File: config.mk
export PLATFORM = sky130hd
export DESIGN_NAME = mips_control
export DESIGN_NICKNAME = d
export VERILOG_FILES = /design/src/ctrl_pkg.sv /design/src/instr_decoder.sv /design/src/state_sequencer.sv /design/src/control_word_gen.sv /design/src/mips_control.sv
export VERILOG_INCLUDE_DIRS = /design/src
export SDC_FILE = /design/constraint.sdc
export NUM_CORES = 1
export LEC_CHECK = 0
export ABC_CLOCK_PERIOD_IN_PS = 4900
export BUFFER_PORTS_ARGS = -buffer_cell sky130_fd_sc_hd__buf_4
export CAP_MARGIN = 20
export CELL_PAD_IN_SITES_DETAIL_PLACEMENT = 0
export CELL_PAD_IN_SITES_GLOBAL_PLACEMENT = 1
export CORE_MARGIN = 4
export CORE_UTILIZATION = 25
export DETAILED_ROUTE_END_ITERATION = 10
export PLACE_DENSITY_LB_ADDON = 0.1
export SYNTH_ARGS = -nofsm -noshare
export SYNTH_HDL_FRONTEND = slang
export SYNTH_SLANG_ARGS = --single-unit
File: constraint.sdc
create_clock -name Clk -period 4.9 [get_ports Clk]
set_clock_uncertainty 0.2 [all_clocks]
set_input_delay 0.98 -clock Clk [delete_from_list [all_inputs] [get_ports Clk]]
set_output_delay 0.98 -clock Clk [all_outputs]
set_load 0.05 [all_outputs]
File: src/ctrl_params.svh
`ifndef CTRL_PARAMS_SVH
`define CTRL_PARAMS_SVH

// instruction field widths
`define CtrlOpWidth 6
`define CtrlFunctWidth 6

// datapath select widths
`define CtrlAluSelWidth 3
`define CtrlMemtoRegWidth 3
`define CtrlPcSourceWidth 3
`define CtrlMux2Width 2
`define CtrlStateWidth 5

`define CtrlOpRType 6'h00 // funct field selects the operation
`define CtrlOpBeq 6'h04
`define CtrlOpBne 6'h05
`define CtrlOpLw 6'h23
`define CtrlOpSw 6'h2b
`define CtrlOpLui 6'h0f
`define CtrlOpJ 6'h02

`define CtrlFnAdd 6'h20
`define CtrlFnAnd 6'h24
`define CtrlFnSub 6'h22
`define CtrlFnXor 6'h26
`define CtrlFnBreak 6'h0d
`define CtrlFnNop 6'h00

`define CtrlAluPass 3'd0
`define CtrlAluAdd 3'd1
`define CtrlAluSub 3'd2
`define CtrlAluAnd 3'd3
`define CtrlAluXor 3'd6

`endif

File: src/ctrl_pkg.sv
`default_nettype none

`include "ctrl_params.svh"

package ctrl_pkg;

	typedef logic [`CtrlOpWidth-1:0] opcodeT;
	typedef logic [`CtrlFunctWidth-1:0] functT;

	typedef logic [`CtrlAluSelWidth-1:0] aluSelT;
	typedef logic [`CtrlMemtoRegWidth-1:0] memtoRegT; // register write data source
	typedef logic [`CtrlPcSourceWidth-1:0] pcSourceT; // next pc source
	typedef logic [`CtrlMux2Width-1:0] mux2SelT; // alu b, address and destination selects

	// decoded instruction, unknown ones fold into Nop
	typedef enum logic [3:0]
	{
		Add,
		And,
		Sub,
		Xor,
		Break,
		Nop,
		Beq,
		Bne,
		Lw,
		Sw,
		Lui,
		Jump
	} instrClassT;

	typedef enum logic [`CtrlStateWidth-1:0]
	{
		StReset,
		StFetch,
		StFetchWait1, // memory read latency
		StFetchWait2,
		StDecode,
		StAdd,
		StAnd,
		StSub,
		StXor,
		StRWait, // r-type write-back
		StBreak, // halts until reset
		StNop,
		StBeq,
		StBne,
		StJump,
		StLui,
		StLwAddr,
		StLw,
		StLwWait1,
		StLwWait2,
		StWriteBack,
		StSwAddr,
		StSw
	} ctrlStateT;

	typedef struct packed
	{
		logic regClear; // clears all datapath registers and register file
		logic pcWrite;
		logic pcWriteCond; // pc load qualified by alu zero
		logic memWrite;
		logic irWrite;
		logic regWrite;
		aluSelT aluSel;
		memtoRegT memtoReg;
		pcSourceT pcSource;
		logic aluSrcA; // 0 pc, 1 register a
		mux2SelT aluSrcB;
		mux2SelT iorD; // 0 instruction, 1 data address
		mux2SelT regDst;
		logic aLoad;
		logic bLoad;
		logic mdrLoad;
		logic aluOutLoad;
	} ctrlWordT;

endpackage : ctrl_pkg

`default_nettype wire

File: src/instr_decoder.sv
`timescale 1ns/100ps
`default_nettype none

`include "ctrl_params.svh"

module instr_decoder
(
	input wire ctrl_pkg::opcodeT Op,
	input wire ctrl_pkg::functT Funct,
	output ctrl_pkg::instrClassT instrClass
);

	ctrl_pkg::instrClassT rTypeClass;

	always_comb
	begin
		case (Funct)
			`CtrlFnAdd: rTypeClass = ctrl_pkg::Add;
			`CtrlFnAnd: rTypeClass = ctrl_pkg::And;
			`CtrlFnSub: rTypeClass = ctrl_pkg::Sub;
			`CtrlFnXor: rTypeClass = ctrl_pkg::Xor;
			`CtrlFnBreak: rTypeClass = ctrl_pkg::Break;
			`CtrlFnNop: rTypeClass = ctrl_pkg::Nop;
			default: rTypeClass = ctrl_pkg::Nop; // unknown funct behaves as nop
		endcase
	end

	always_comb
	begin
		case (Op)
			`CtrlOpRType:
			begin
				instrClass = rTypeClass; // funct only matters here
			end
			`CtrlOpBeq: instrClass = ctrl_pkg::Beq;
			`CtrlOpBne: instrClass = ctrl_pkg::Bne;
			`CtrlOpLw: instrClass = ctrl_pkg::Lw;
			`CtrlOpSw: instrClass = ctrl_pkg::Sw;
			`CtrlOpLui: instrClass = ctrl_pkg::Lui;
			`CtrlOpJ: instrClass = ctrl_pkg::Jump;
			default:
			begin
				instrClass = ctrl_pkg::Nop; // unknown opcode
			end
		endcase
	end

endmodule : instr_decoder

`default_nettype wire

File: src/state_sequencer.sv
`timescale 1ns/100ps
`default_nettype none

module state_sequencer
(
	input wire logic Clk,
	input wire logic Reset_signal,
	input wire ctrl_pkg::instrClassT instrClass,
	output ctrl_pkg::ctrlStateT state
);

	ctrl_pkg::ctrlStateT nextState;
	ctrl_pkg::ctrlStateT decodeTarget;

	// branch target out of decode
	always_comb
	begin
		case (instrClass)
			ctrl_pkg::Add: decodeTarget = ctrl_pkg::StAdd;
			ctrl_pkg::And: decodeTarget = ctrl_pkg::StAnd;
			ctrl_pkg::Sub: decodeTarget = ctrl_pkg::StSub;
			ctrl_pkg::Xor: decodeTarget = ctrl_pkg::StXor;
			ctrl_pkg::Break: decodeTarget = ctrl_pkg::StBreak;
			ctrl_pkg::Beq: decodeTarget = ctrl_pkg::StBeq;
			ctrl_pkg::Bne: decodeTarget = ctrl_pkg::StBne;
			ctrl_pkg::Lw: decodeTarget = ctrl_pkg::StLwAddr; // address first
			ctrl_pkg::Sw: decodeTarget = ctrl_pkg::StSwAddr;
			ctrl_pkg::Lui: decodeTarget = ctrl_pkg::StLui;
			ctrl_pkg::Jump: decodeTarget = ctrl_pkg::StJump;
			default: decodeTarget = ctrl_pkg::StNop;
		endcase
	end

	always_comb
	begin
		case (state)
			ctrl_pkg::StReset: nextState = ctrl_pkg::StFetch;
			ctrl_pkg::StFetch: nextState = ctrl_pkg::StFetchWait1;
			ctrl_pkg::StFetchWait1: nextState = ctrl_pkg::StFetchWait2;
			ctrl_pkg::StFetchWait2: nextState = ctrl_pkg::StDecode;
			ctrl_pkg::StDecode:
			begin
				nextState = decodeTarget; // class only sampled here
			end
			ctrl_pkg::StAdd,
			ctrl_pkg::StAnd,
			ctrl_pkg::StSub,
			ctrl_pkg::StXor:
			begin
				nextState = ctrl_pkg::StRWait;
			end
			ctrl_pkg::StBreak: nextState = ctrl_pkg::StBreak; // wait for reset
			ctrl_pkg::StLwAddr: nextState = ctrl_pkg::StLw;
			ctrl_pkg::StLw: nextState = ctrl_pkg::StLwWait1;
			ctrl_pkg::StLwWait1: nextState = ctrl_pkg::StLwWait2;
			ctrl_pkg::StLwWait2: nextState = ctrl_pkg::StWriteBack;
			ctrl_pkg::StSwAddr: nextState = ctrl_pkg::StSw;
			ctrl_pkg::StRWait,
			ctrl_pkg::StNop,
			ctrl_pkg::StBeq,
			ctrl_pkg::StBne,
			ctrl_pkg::StJump,
			ctrl_pkg::StLui,
			ctrl_pkg::StWriteBack,
			ctrl_pkg::StSw:
			begin
				nextState = ctrl_pkg::StFetch; // instruction done
			end
			default:
			begin
				nextState = ctrl_pkg::StReset; // illegal code recovers through reset
			end
		endcase
	end

	always_ff @(posedge Clk or posedge Reset_signal)
	begin
		if (Reset_signal)
		begin
			state <= ctrl_pkg::StReset;
		end
		else
		begin
			state <= nextState;
		end
	end

endmodule : state_sequencer

`default_nettype wire

File: src/control_word_gen.sv
`timescale 1ns/100ps
`default_nettype none

`include "ctrl_params.svh"

module control_word_gen
(
	input wire ctrl_pkg::ctrlStateT state,
	input wire logic AluZero,
	output ctrl_pkg::ctrlWordT CtrlWord,
	output logic PcLoad
);

	logic zeroQual;

	always_comb
	begin
		CtrlWord = '0; // idle word, also used by nop and break
		case (state)
			ctrl_pkg::StReset:
			begin
				CtrlWord.regClear = 1'b1;
			end
			ctrl_pkg::StFetch,
			ctrl_pkg::StFetchWait1:
			begin
				CtrlWord.aluSrcB = 2'd1; // pc + 4 prepared while memory reads
			end
			ctrl_pkg::StFetchWait2:
			begin
				CtrlWord.pcWrite = 1'b1; // pc <= pc + 4
				CtrlWord.irWrite = 1'b1;
				CtrlWord.mdrLoad = 1'b1;
				CtrlWord.aluSel = `CtrlAluAdd;
				CtrlWord.aluSrcB = 2'd1;
			end
			ctrl_pkg::StDecode:
			begin
				CtrlWord.aLoad = 1'b1;
				CtrlWord.bLoad = 1'b1;
				CtrlWord.aluSel = `CtrlAluAdd; // branch target pc + offset
				CtrlWord.aluSrcB = 2'd3; // shifted sign-extended offset
				CtrlWord.aluOutLoad = 1'b1;
			end
			ctrl_pkg::StAdd:
			begin
				CtrlWord.aluSel = `CtrlAluAdd;
				CtrlWord.aluSrcA = 1'b1;
				CtrlWord.aluOutLoad = 1'b1;
			end
			ctrl_pkg::StAnd:
			begin
				CtrlWord.aluSel = `CtrlAluAnd;
				CtrlWord.aluSrcA = 1'b1;
				CtrlWord.aluOutLoad = 1'b1;
			end
			ctrl_pkg::StSub:
			begin
				CtrlWord.aluSel = `CtrlAluSub;
				CtrlWord.aluSrcA = 1'b1;
				CtrlWord.aluOutLoad = 1'b1;
			end
			ctrl_pkg::StXor:
			begin
				CtrlWord.aluSel = `CtrlAluXor;
				CtrlWord.aluSrcA = 1'b1;
				CtrlWord.aluOutLoad = 1'b1;
			end
			ctrl_pkg::StRWait:
			begin
				CtrlWord.regWrite = 1'b1;
				CtrlWord.regDst = 2'd1; // rd field
			end
			ctrl_pkg::StBeq,
			ctrl_pkg::StBne:
			begin
				CtrlWord.pcWriteCond = 1'b1;
				CtrlWord.aluSel = `CtrlAluSub; // compare a and b
				CtrlWord.aluSrcA = 1'b1;
				CtrlWord.pcSource = 3'd1; // target held in aluout
			end
			ctrl_pkg::StJump:
			begin
				CtrlWord.pcWrite = 1'b1;
				CtrlWord.pcSource = 3'd2; // pc upper bits with index
				CtrlWord.aluSel = `CtrlAluAdd;
				CtrlWord.aluSrcB = 2'd3;
				CtrlWord.iorD = 2'd1;
				CtrlWord.aluOutLoad = 1'b1;
			end
			ctrl_pkg::StLui:
			begin
				CtrlWord.regWrite = 1'b1; // into rt
				CtrlWord.memtoReg = 3'd2; // upper immediate
			end
			ctrl_pkg::StLwAddr,
			ctrl_pkg::StSwAddr:
			begin
				CtrlWord.aluSel = `CtrlAluAdd; // base plus offset
				CtrlWord.aluSrcA = 1'b1;
				CtrlWord.aluSrcB = 2'd2;
				CtrlWord.aluOutLoad = 1'b1;
			end
			ctrl_pkg::StSw:
			begin
				CtrlWord.memWrite = 1'b1;
				CtrlWord.iorD = 2'd1;
			end
			ctrl_pkg::StLw,
			ctrl_pkg::StLwWait1,
			ctrl_pkg::StLwWait2:
			begin
				CtrlWord.mdrLoad = 1'b1; // hold the data read
				CtrlWord.iorD = 2'd1;
			end
			ctrl_pkg::StWriteBack:
			begin
				CtrlWord.regWrite = 1'b1;
				CtrlWord.memtoReg = 3'd1; // mdr into rt
			end
			default:
			begin
				CtrlWord.aluSel = `CtrlAluPass;
			end
		endcase
	end

	// bne takes the branch when the difference is nonzero
	assign zeroQual = (state == ctrl_pkg::StBne) ? ~AluZero : AluZero;
	assign PcLoad = CtrlWord.pcWrite | (CtrlWord.pcWriteCond & zeroQual);

endmodule : control_word_gen

`default_nettype wire

File: src/mips_control.sv
`timescale 1ns/100ps
`default_nettype none

module mips_control
(
	input wire logic Clk,
	input wire logic Reset_signal,
	input wire ctrl_pkg::opcodeT Op,
	input wire ctrl_pkg::functT Funct,
	input wire logic AluZero, // zero flag of the datapath alu
	output ctrl_pkg::ctrlWordT CtrlWord,
	output logic PcLoad,
	output ctrl_pkg::ctrlStateT State
);

	ctrl_pkg::instrClassT instrClass;

	instr_decoder decoder
	(
		.Op(Op),
		.Funct(Funct),
		.instrClass(instrClass)
	);

	state_sequencer sequencer
	(
		.Clk(Clk),
		.Reset_signal(Reset_signal),
		.instrClass(instrClass),
		.state(State) // also exported for observation
	);

	control_word_gen wordGen
	(
		.state(State),
		.AluZero(AluZero),
		.CtrlWord(CtrlWord),
		.PcLoad(PcLoad)
	);

endmodule : mips_control

`default_nettype wire

; ---- Word-level counts from Yosys, hierarchy flattened
; Memory sizes are Yosys's and may differ from the RTL's.
; Cells that the tools add are included.
[totals]
out_inout_bits = 32
reg_bits = 5
romBits = 80
memories = 1
input_bits = 15
[op_classes]
reduce_logical = 16
eq_ne = 33
bitwise = 3
muxes = 20
[mem_list]
columns = name, depth, word_bits, read_ports, rd_clocked_by_memory_dff, write_ports, line_no
row1 = (name not given), 16, 5, 1, 0, 0, state_sequencer.sv:18  ; case (instrClass)
[ops]
columns = operator, count
row1 = one-hot mux 5 bit (12 select lines), 1
row2 = == test 5 x 4 -> 1 bit (second input constant), 8
row3 = == test 6 bit (second input constant), 6
row4 = == test 5 bit (second input constant), 7
row5 = one-hot mux 4 bit (7 select lines), 1
row6 = == test 5 x 3 -> 1 bit (second input constant), 4
row7 = OR reduction 8 bit, 2
row8 = one-hot mux 3 bit (5 select lines), 1
row9 = == test 6 x 3 -> 1 bit (second input constant), 2
row10 = == test 6 x 4 -> 1 bit (second input constant), 2
row11 = two-way mux 1 bit, 12
row12 = one-hot mux 3 bit (4 select lines), 1
row13 = == test 5 x 2 -> 1 bit (second input constant), 2
row14 = OR reduction 3 bit, 3
row15 = OR reduction 9 bit, 1
row16 = one-hot mux 2 bit (2 select lines), 2
row17 = OR reduction 2 bit, 4
row18 = OR reduction 4 bit, 2
row19 = == test 6 x 2 -> 1 bit (second input constant), 1
row20 = zero test 6 bit, 1
row21 = one-hot mux 2 bit (3 select lines), 1
row22 = OR reduction 6 bit, 1
row23 = == test 5 x 1 -> 1 bit (second input constant), 1
row24 = zero test 5 bit, 1
row25 = 5 further kinds, 5

; ---- Logic depth before layout (Yosys ltp)
; Gate-level depths: netlist of run 1.
[depth]
ltp_word = 5
depth_mapped = 9

; ---- By module
; A second synthesis of run 1 with hierarchy kept.
[unflattened]
cells_unflattened = 153
hier_area_um2 = 1166.1
[modules_own_cells]
columns = module, area_per_inst_um2, instances, cells_each
row1 = control_word_gen, 531.8, 1, 78
row2 = state_sequencer, 454.2, 1, 50
row3 = instr_decoder, 180.2, 1, 25

; ---- Least setup slack after synthesis of run 1
; OpenSTA, ideal clock, no wires.
[synth_path]
kind = register to output
start = reg sequencer.state[4]
end = out CtrlWord[24] (netlist name)
path_slack_ns = 1.147
stages_incl_launch_ff = 6
path_buffers = 1
t_arrival_ns = 2.573
required_time_ns = 3.720
cell_sequence = dfrtp_1 -> buf_6 -> inv_1 -> nand2_1 -> nor3_1 -> nand2b_1
[synth_lines]
columns = item, line_no
row1 = from (decl), state_sequencer.sv:9  ; output ctrl_pkg::ctrlStateT state
row2 = from (signal assigned), state_sequencer.sv:80  ; state <= ctrl_pkg::StReset;
row3 = from (signal assigned), state_sequencer.sv:84  ; state <= nextState;
row4 = to (decl), mips_control.sv:11  ; output ctrl_pkg::ctrlWordT CtrlWord,

==> results of run 1 <==
[how the worst max path moves through the flow]
stage | from | end | slack [ps] | cells past startpoint
final | sequencer.state[3] | CtrlWord[8] | 1510 | 5
after global routing | sequencer.state[3] | CtrlWord[8] | 1280 | 5
after CTS | sequencer.state[3] | CtrlWord[8] | 1530 | 5
after detailed placement | Op[0] | sequencer.state[1] | 1560 | 9
after global placement | Op[0] | sequencer.state[1] | 1600 | 9
after floorplan | sequencer.state[4] | CtrlWord[24] | 1150 | 5
[routing by layer]
| metal | share of wire (%) | global-route usage, % | up-vias |
|---|---|---|---|
| met5 | 0 | 0 | - |
| met4 | 1.2 | 4.71 | 0 |
| met3 | 3.7 | 1.54 | 5 |
| li1 | - | - | 653 |
| met1 | 44 | 15.2 | 603 |
| met2 | 51 | 21.0 | 27 |
[layout make-up]
cell class	instances	share of cell area (%)
Inverter	10	2.59
Clock buffer	4	3.11
Multi-Input combinational cell	134	59.4
Sequential cell	5	8.63
Tap cell	52	4.49
Timing Repair Buffer	42	21.7
[cell usage after synthesis, types with 2 or more instances]
cell	n	area [sq um]
a211oi_1	3	22.5
a21oi_1	11	55.1
and2_1	2	12.5
and3_1	5	31.3
buf_4	7	52.6
buf_6	5	56.3
clkbuf_1	6	22.5
dfrtp_1	5	125
ha_1	2	25.0
inv_1	10	37.5
mux2i_1	2	20.0
nand2_1	8	30.0
nand2b_1	4	25.0
nand3_1	5	25.0
nor2_1	13	48.8
nor2b_1	3	18.8
nor3_1	9	45.0
nor3b_1	3	22.5
nor4_1	2	12.5
o211ai_1	2	15.0
o21ai_0	13	65.1
o21bai_1	2	15.0
o311ai_1	2	17.5
or2_1	2	12.5
or3_1	2	12.5
or3b_2	3	26.3
xnor2_1	2	17.5
[per-stage QoR]
step / hold slack (ps) / total power [mW] / worst slack (ps) / instance area [sq um] / util, %
finish: 451 / 0.923 / 1510 / 1450 / 32.6
global route: 476 / 0.994 / 1280 / 1450 / 32.6
CTS: 452 / 0.931 / 1530 / 1450 / 32.6
detailed placement: 687 / 0.851 / 1560 / 1410 / 31.6
global placement: 687 / 0.850 / 1600 / 1410 / 31.6
floorplan: 559 / 0.687 / 1150 / 1170 / -
[power groups by stage]
stage	Combinational, mW	Clock (mW)	Sequential [mW]
5_1_grt	0.756	0.0809	0.157
3_3_place_gp	0.705	0	0.145
4_1_cts	0.707	0.0788	0.145
6_report	0.701	0.0761	0.146
2_1_floorplan	0.561	0	0.125
3_5_place_dp	0.706	0	0.145
[layout by cell type (no fill, tap or decap), types with 2 or more instances in the layout]
master	synthesis	final
and2_1	2	2
nand2b_1	4	4
nor2_1	13	13
inv_1	10	10
o311ai_1	2	2
nor3b_1	3	3
a211oi_1	3	3
or3b_2	3	3
nor4_1	2	2
or3_1	2	2
nor2b_1	3	3
or2_1	2	2
nand2_1	8	8
nand3_1	5	5
mux2i_1	2	2
clkbuf_8	1	3
nor3_1	9	9
o21bai_1	2	2
xnor2_1	2	2
o21ai_0	13	13
and3_1	5	5
o211ai_1	2	2
conb_1	1	4
ha_1	2	2
buf_4	7	42
a21oi_1	11	11
dfrtp_1	5	5
[kinds of logic (layout without fill, tap and decap cells)]
kind of cell | count (synthesis) | in the layout | share of synthesized area [%]
AO/OA/AOI/OAI | 50 | 50 | 28.5
XOR/XNOR | 2 | 2 | 1.51
adder cells (fa/ha/maj) | 3 | 3 | 3.01
buffers and inverters | 30 | 56 | 16.1
flip-flops | 5 | 5 | 10.8
multiplexers | 2 | 2 | 1.72
other | 1 | 4 | 0.322
AND/OR/NAND/NOR | 73 | 73 | 38.1
==> qor.yml, run 1 <==
grtUsageTotal_pct: 12.1
grt_start_max_net_pins: 26
worst-setup-path-type: "reg -> out"
diodes: 0
hp-class: "in -> async"
ys_types: 60
r2r-start: "sequencer.state[2]"
p_leak_nw: 0.669
power.clock.fraction_pct: 8.2
core.rowCount: 24
relSlewSlack_pct: 47.9
dominantRegCellSynth: "dfrtp_1"
drv_cap: 0
overflow: 0
clk_pin_slew_ps: 30
ys_ff_latch: 5
p_comb_share_pct: 75.9
ctsHoldBuffers: 0
antenna_found_initial: 0
rsz0062_at_grt: "no"
dp_hpwl_mm: 2.73
grt_pass1_vias: 1292
cts_buffer_depth: 2
crit_fanout: 25
syn_area_sq_um: 1160
tns_ps: 0
seqPwrFrac_pct: 15.8
worstSetupEndpointType: "output pin"
root_buffer: "clkbuf_8"
placedCellCount: 243
dieWidth_um: 76.2
reg2reg_slack_ps: 2830
fin_cells: 247
fin_crit_ps: 3390
slowest_delay_ps: 840
crit_chain: "inv_1, nor2_1, o21ai_0, a21oi_1, buf_4"
dieArea_sq_um: 5810
r2r-end: "sequencer.state[1]"
largest_register_ffs: 5
synth_edf_count: 0
avgRoutedWirePerCell_um: 14.3
critPathSlowestCell: "dfrtp_1"
rr_worst_depth: 4
drv_slew: 0
cts_buffers: 3
p_sw_mw: 0.586
start_kind: "register"
critPathArrivalTime_ps: 2210
fillers: 513
cts.repair.resized: 0
path_buf_inv: 2
insertion_delay_ps: 220
grt_pass1_wl_mm: 6.10
post-cts-setup-buffers: 0
yosysSeqAreaShare_pct: 10.8
setup_viol: 0
wl_mm: 3.54
first_iter_violations: 61
vias_per_cell: 5.21
firstDrtPassIters: 4
final-hold-violation-count: 0
core_sq_um: 4440
cts.sinks: 5
initial_core_util_pct: 26.2
globalplace.congestion: 0.791
synthArstFlopShare_pct: 100
yosys_warnings: 0
htreeDepth: 1
drive_above_1_share_pct: 28.7
run_status: "complete, no violations"
cts_tree: "yes"
area_growth_pct: 24.6
cp_top_family: "flip-flops"
vias: 1288
io_buffer_count: 42
worstMarginPinSlew_ps: 782
largestRegisters: "sequencer.state (5)"
regArea_sq_um: 125
drc: 0
fmax_mhz: 295
die_h_um: 76.2
nNetsFinal: 213
powerDensity_nw_per_um2: 636
timing.final.crit_share_pct: 69.2
multi_input_area_sq_um: 862
peakVddDrop_mv: 0.148
netlist_instances: 166
ios: 47
avgSynthCellArea_sq_um: 7.01
crit_required_ps: 3720
swShare_pct: 63.5
p_int_mw: 0.337
antenna_left: 0
regMostFlops: "sequencer.state"
No activity file was read; power rests on OpenSTA's default activity.
==> run 2, diff against run 1 <==
--- a/config.mk
+++ b/config.mk
@@ -6,7 +6,7 @@
 export SDC_FILE = /design/constraint.sdc
 export NUM_CORES = 1
 export LEC_CHECK = 0
-export ABC_CLOCK_PERIOD_IN_PS = 4900
+export ABC_CLOCK_PERIOD_IN_PS = 3400
 export BUFFER_PORTS_ARGS = -buffer_cell sky130_fd_sc_hd__buf_4
 export CAP_MARGIN = 20
 export CELL_PAD_IN_SITES_DETAIL_PLACEMENT = 0
==> constraint.sdc (replaced) <==
create_clock -name Clk -period 3.4 [get_ports Clk]
set_clock_uncertainty 0.2 [all_clocks]
set_input_delay 0.68 -clock Clk [delete_from_list [all_inputs] [get_ports Clk]]
set_output_delay 0.68 -clock Clk [all_outputs]
set_load 0.05 [all_outputs]
==> qor.yml, run 2 (synthesized netlist as in run 1, its figures left out) <==
run_status: "complete, no violations"
vias: 1304  # +1.2%
drc: 0  # unchanged
layout_common_cells: "buf_4, o21ai_0, nor2_1"
worst-setup-path-type: "reg -> out"
core_sq_um: 4440  # unchanged
cts.sinks: 5  # unchanged
hp-class: "in -> async"
grtUsageTotal_pct: 12.0  # -0.18 points
largest_register_ffs: 5  # unchanged
peakVddDrop_mv: 0.299  # +100%
path_buf_inv: 1  # -1
vias_per_cell: 5.22  # about the same
area_growth_pct: 27.0
dpl_cell_area_sq_um: 1430  # +2.0%
die_h_um: 76.2  # unchanged
cts_buffers: 3  # unchanged
start_kind: "register"
clk_pin_slew_ps: 30  # about the same
ctsHoldBuffers: 0  # unchanged
root_buffer: "clkbuf_8"
overflow: 0  # unchanged
insertion_delay_ps: 220  # about the same
multi_input_area_sq_um: 867  # +0.58%
cts_buffer_depth: 2  # unchanged
dp_hpwl_mm: 2.81  # +2.8%
cts.repair.resized: 0  # unchanged
drv_slew: 0  # unchanged
setup_viol: 0  # unchanged
fillers: 480  # -6.4%
worst_slack_ps: 444  # -1070 ps
ios: 47  # unchanged
tns_ps: 0  # unchanged
diodes: 0  # unchanged
core.rowCount: 24  # unchanged
grt_pass1_vias: 1255  # -2.9%
dieWidth_um: 76.2  # unchanged
fmax_mhz: 338
worstMarginPinSlew_ps: 696  # -85.5 ps
final-hold-violation-count: 0  # unchanged
wl_mm: 3.58  # +1.1%
finalInstanceArea_sq_um: 1480  # +1.9%
grt_start_max_net_pins: 24  # -7.7%
antenna_left: 0  # unchanged
critPathArrivalTime_ps: 2080  # -130 ps
drive_above_1_share_pct: 30.3  # +1.6 points
crit_required_ps: 2520  # -1200 ps
cts_tree: "yes"
slowest_delay_ps: 630  # -210 ps
cp_top_family: "simple AND/OR/NAND/NOR gates"
avgRoutedWirePerCell_um: 14.3  # about the same
dieArea_sq_um: 5810  # unchanged
htreeDepth: 1  # unchanged
final_common_cell: "buf_4"
globalplace.congestion: 0.860  # +8.8%
worstSetupEndpointType: "output pin"
place_ws_ps: 358  # -1210 ps
powerDensity_nw_per_um2: 911  # +43%
rsz0062_at_grt: "no"
crit_chain: "or3b_2, nand3_1, o21ai_0, o22ai_1, buf_4"
crit_fanout: 23  # -8.0%
io_buffer_count: 42  # unchanged
timing.final.crit_share_pct: 86.9
antenna_found_initial: 0  # unchanged
first_iter_violations: 71  # +16%
fin_crit_ps: 2960
grt_pass1_wl_mm: 5.95  # -2.5%
critPathSlowestCell: "dfrtp_1"
firstDrtPassIters: 4  # unchanged
p_leak_nw: 0.686  # +2.5%
regArea_sq_um: 125  # unchanged
nNetsFinal: 216  # +1.4%
relSlewSlack_pct: 53.6  # +5.7 points
regMostFlops: "sequencer.state"
initial_core_util_pct: 26.2  # unchanged
drv_cap: 0  # unchanged
largestRegisters: "sequencer.state (5)"
post-cts-setup-buffers: 0  # unchanged
==> run 2: path summary, 6_finish.rpt <==
check,from,endpoint,slack (ps),cells past startpoint
min in group Clk,sequencer.state[4],sequencer.state[3],590,2
worst min register to register,sequencer.state[4],sequencer.state[3],590,2
max in group asynchronous,Reset_signal,sequencer.state[1],2670,2
worst max register to register,sequencer.state[2],sequencer.state[1],1190,4
worst min-delay path,Reset_signal,sequencer.state[4],160,2
worst max-delay path,sequencer.state[2],CtrlWord[17],440,5
==> run 2: area by class of cell <==
| class | count | area share [%] |
|---|---|---|
| Clock buffer | 4 | 3.05 |
| Inverter | 10 | 2.54 |
| Multi-Input combinational cell | 134 | 58.7 |
| Sequential cell | 5 | 8.47 |
| Tap cell | 52 | 4.40 |
| Timing Repair Buffer | 45 | 22.9 |
==> run 2: through the flow <==
stage	cells	utilization (%)	hold slack (ps)	power (mW)
after floorplan	169	-	259	0.994
after global placement	246	32.2	388	1.25
after detailed placement	246	32.2	398	1.24
after CTS	250	33.2	168	1.36
after global routing	250	33.2	183	1.45
final	250	33.2	164	1.35
==> run 2: where the power goes <==
part / total [mW] / switching, mW / internal, mW / leakage, nW
Clock: 0.107 / 0.0268 / 0.0803 / 0.0228
Sequential: 0.196 / 0.115 / 0.0809 / 0.0641
Combinational: 1.04 / 0.706 / 0.338 / 0.600
Total: 1.35 / 0.847 / 0.499 / 0.686
==> run 2: per-layer routing <==
| metal | vias up | share of wire, % | track usage [%] |
|---|---|---|---|
| li1 | 658 | - | - |
| met1 | 604 | 46 | 15.7 |
| met2 | 40 | 49 | 20.4 |
| met3 | 2 | 4.7 | 1.42 |
| met4 | 0 | 0.53 | 3.62 |
| met5 | - | 0 | 0 |
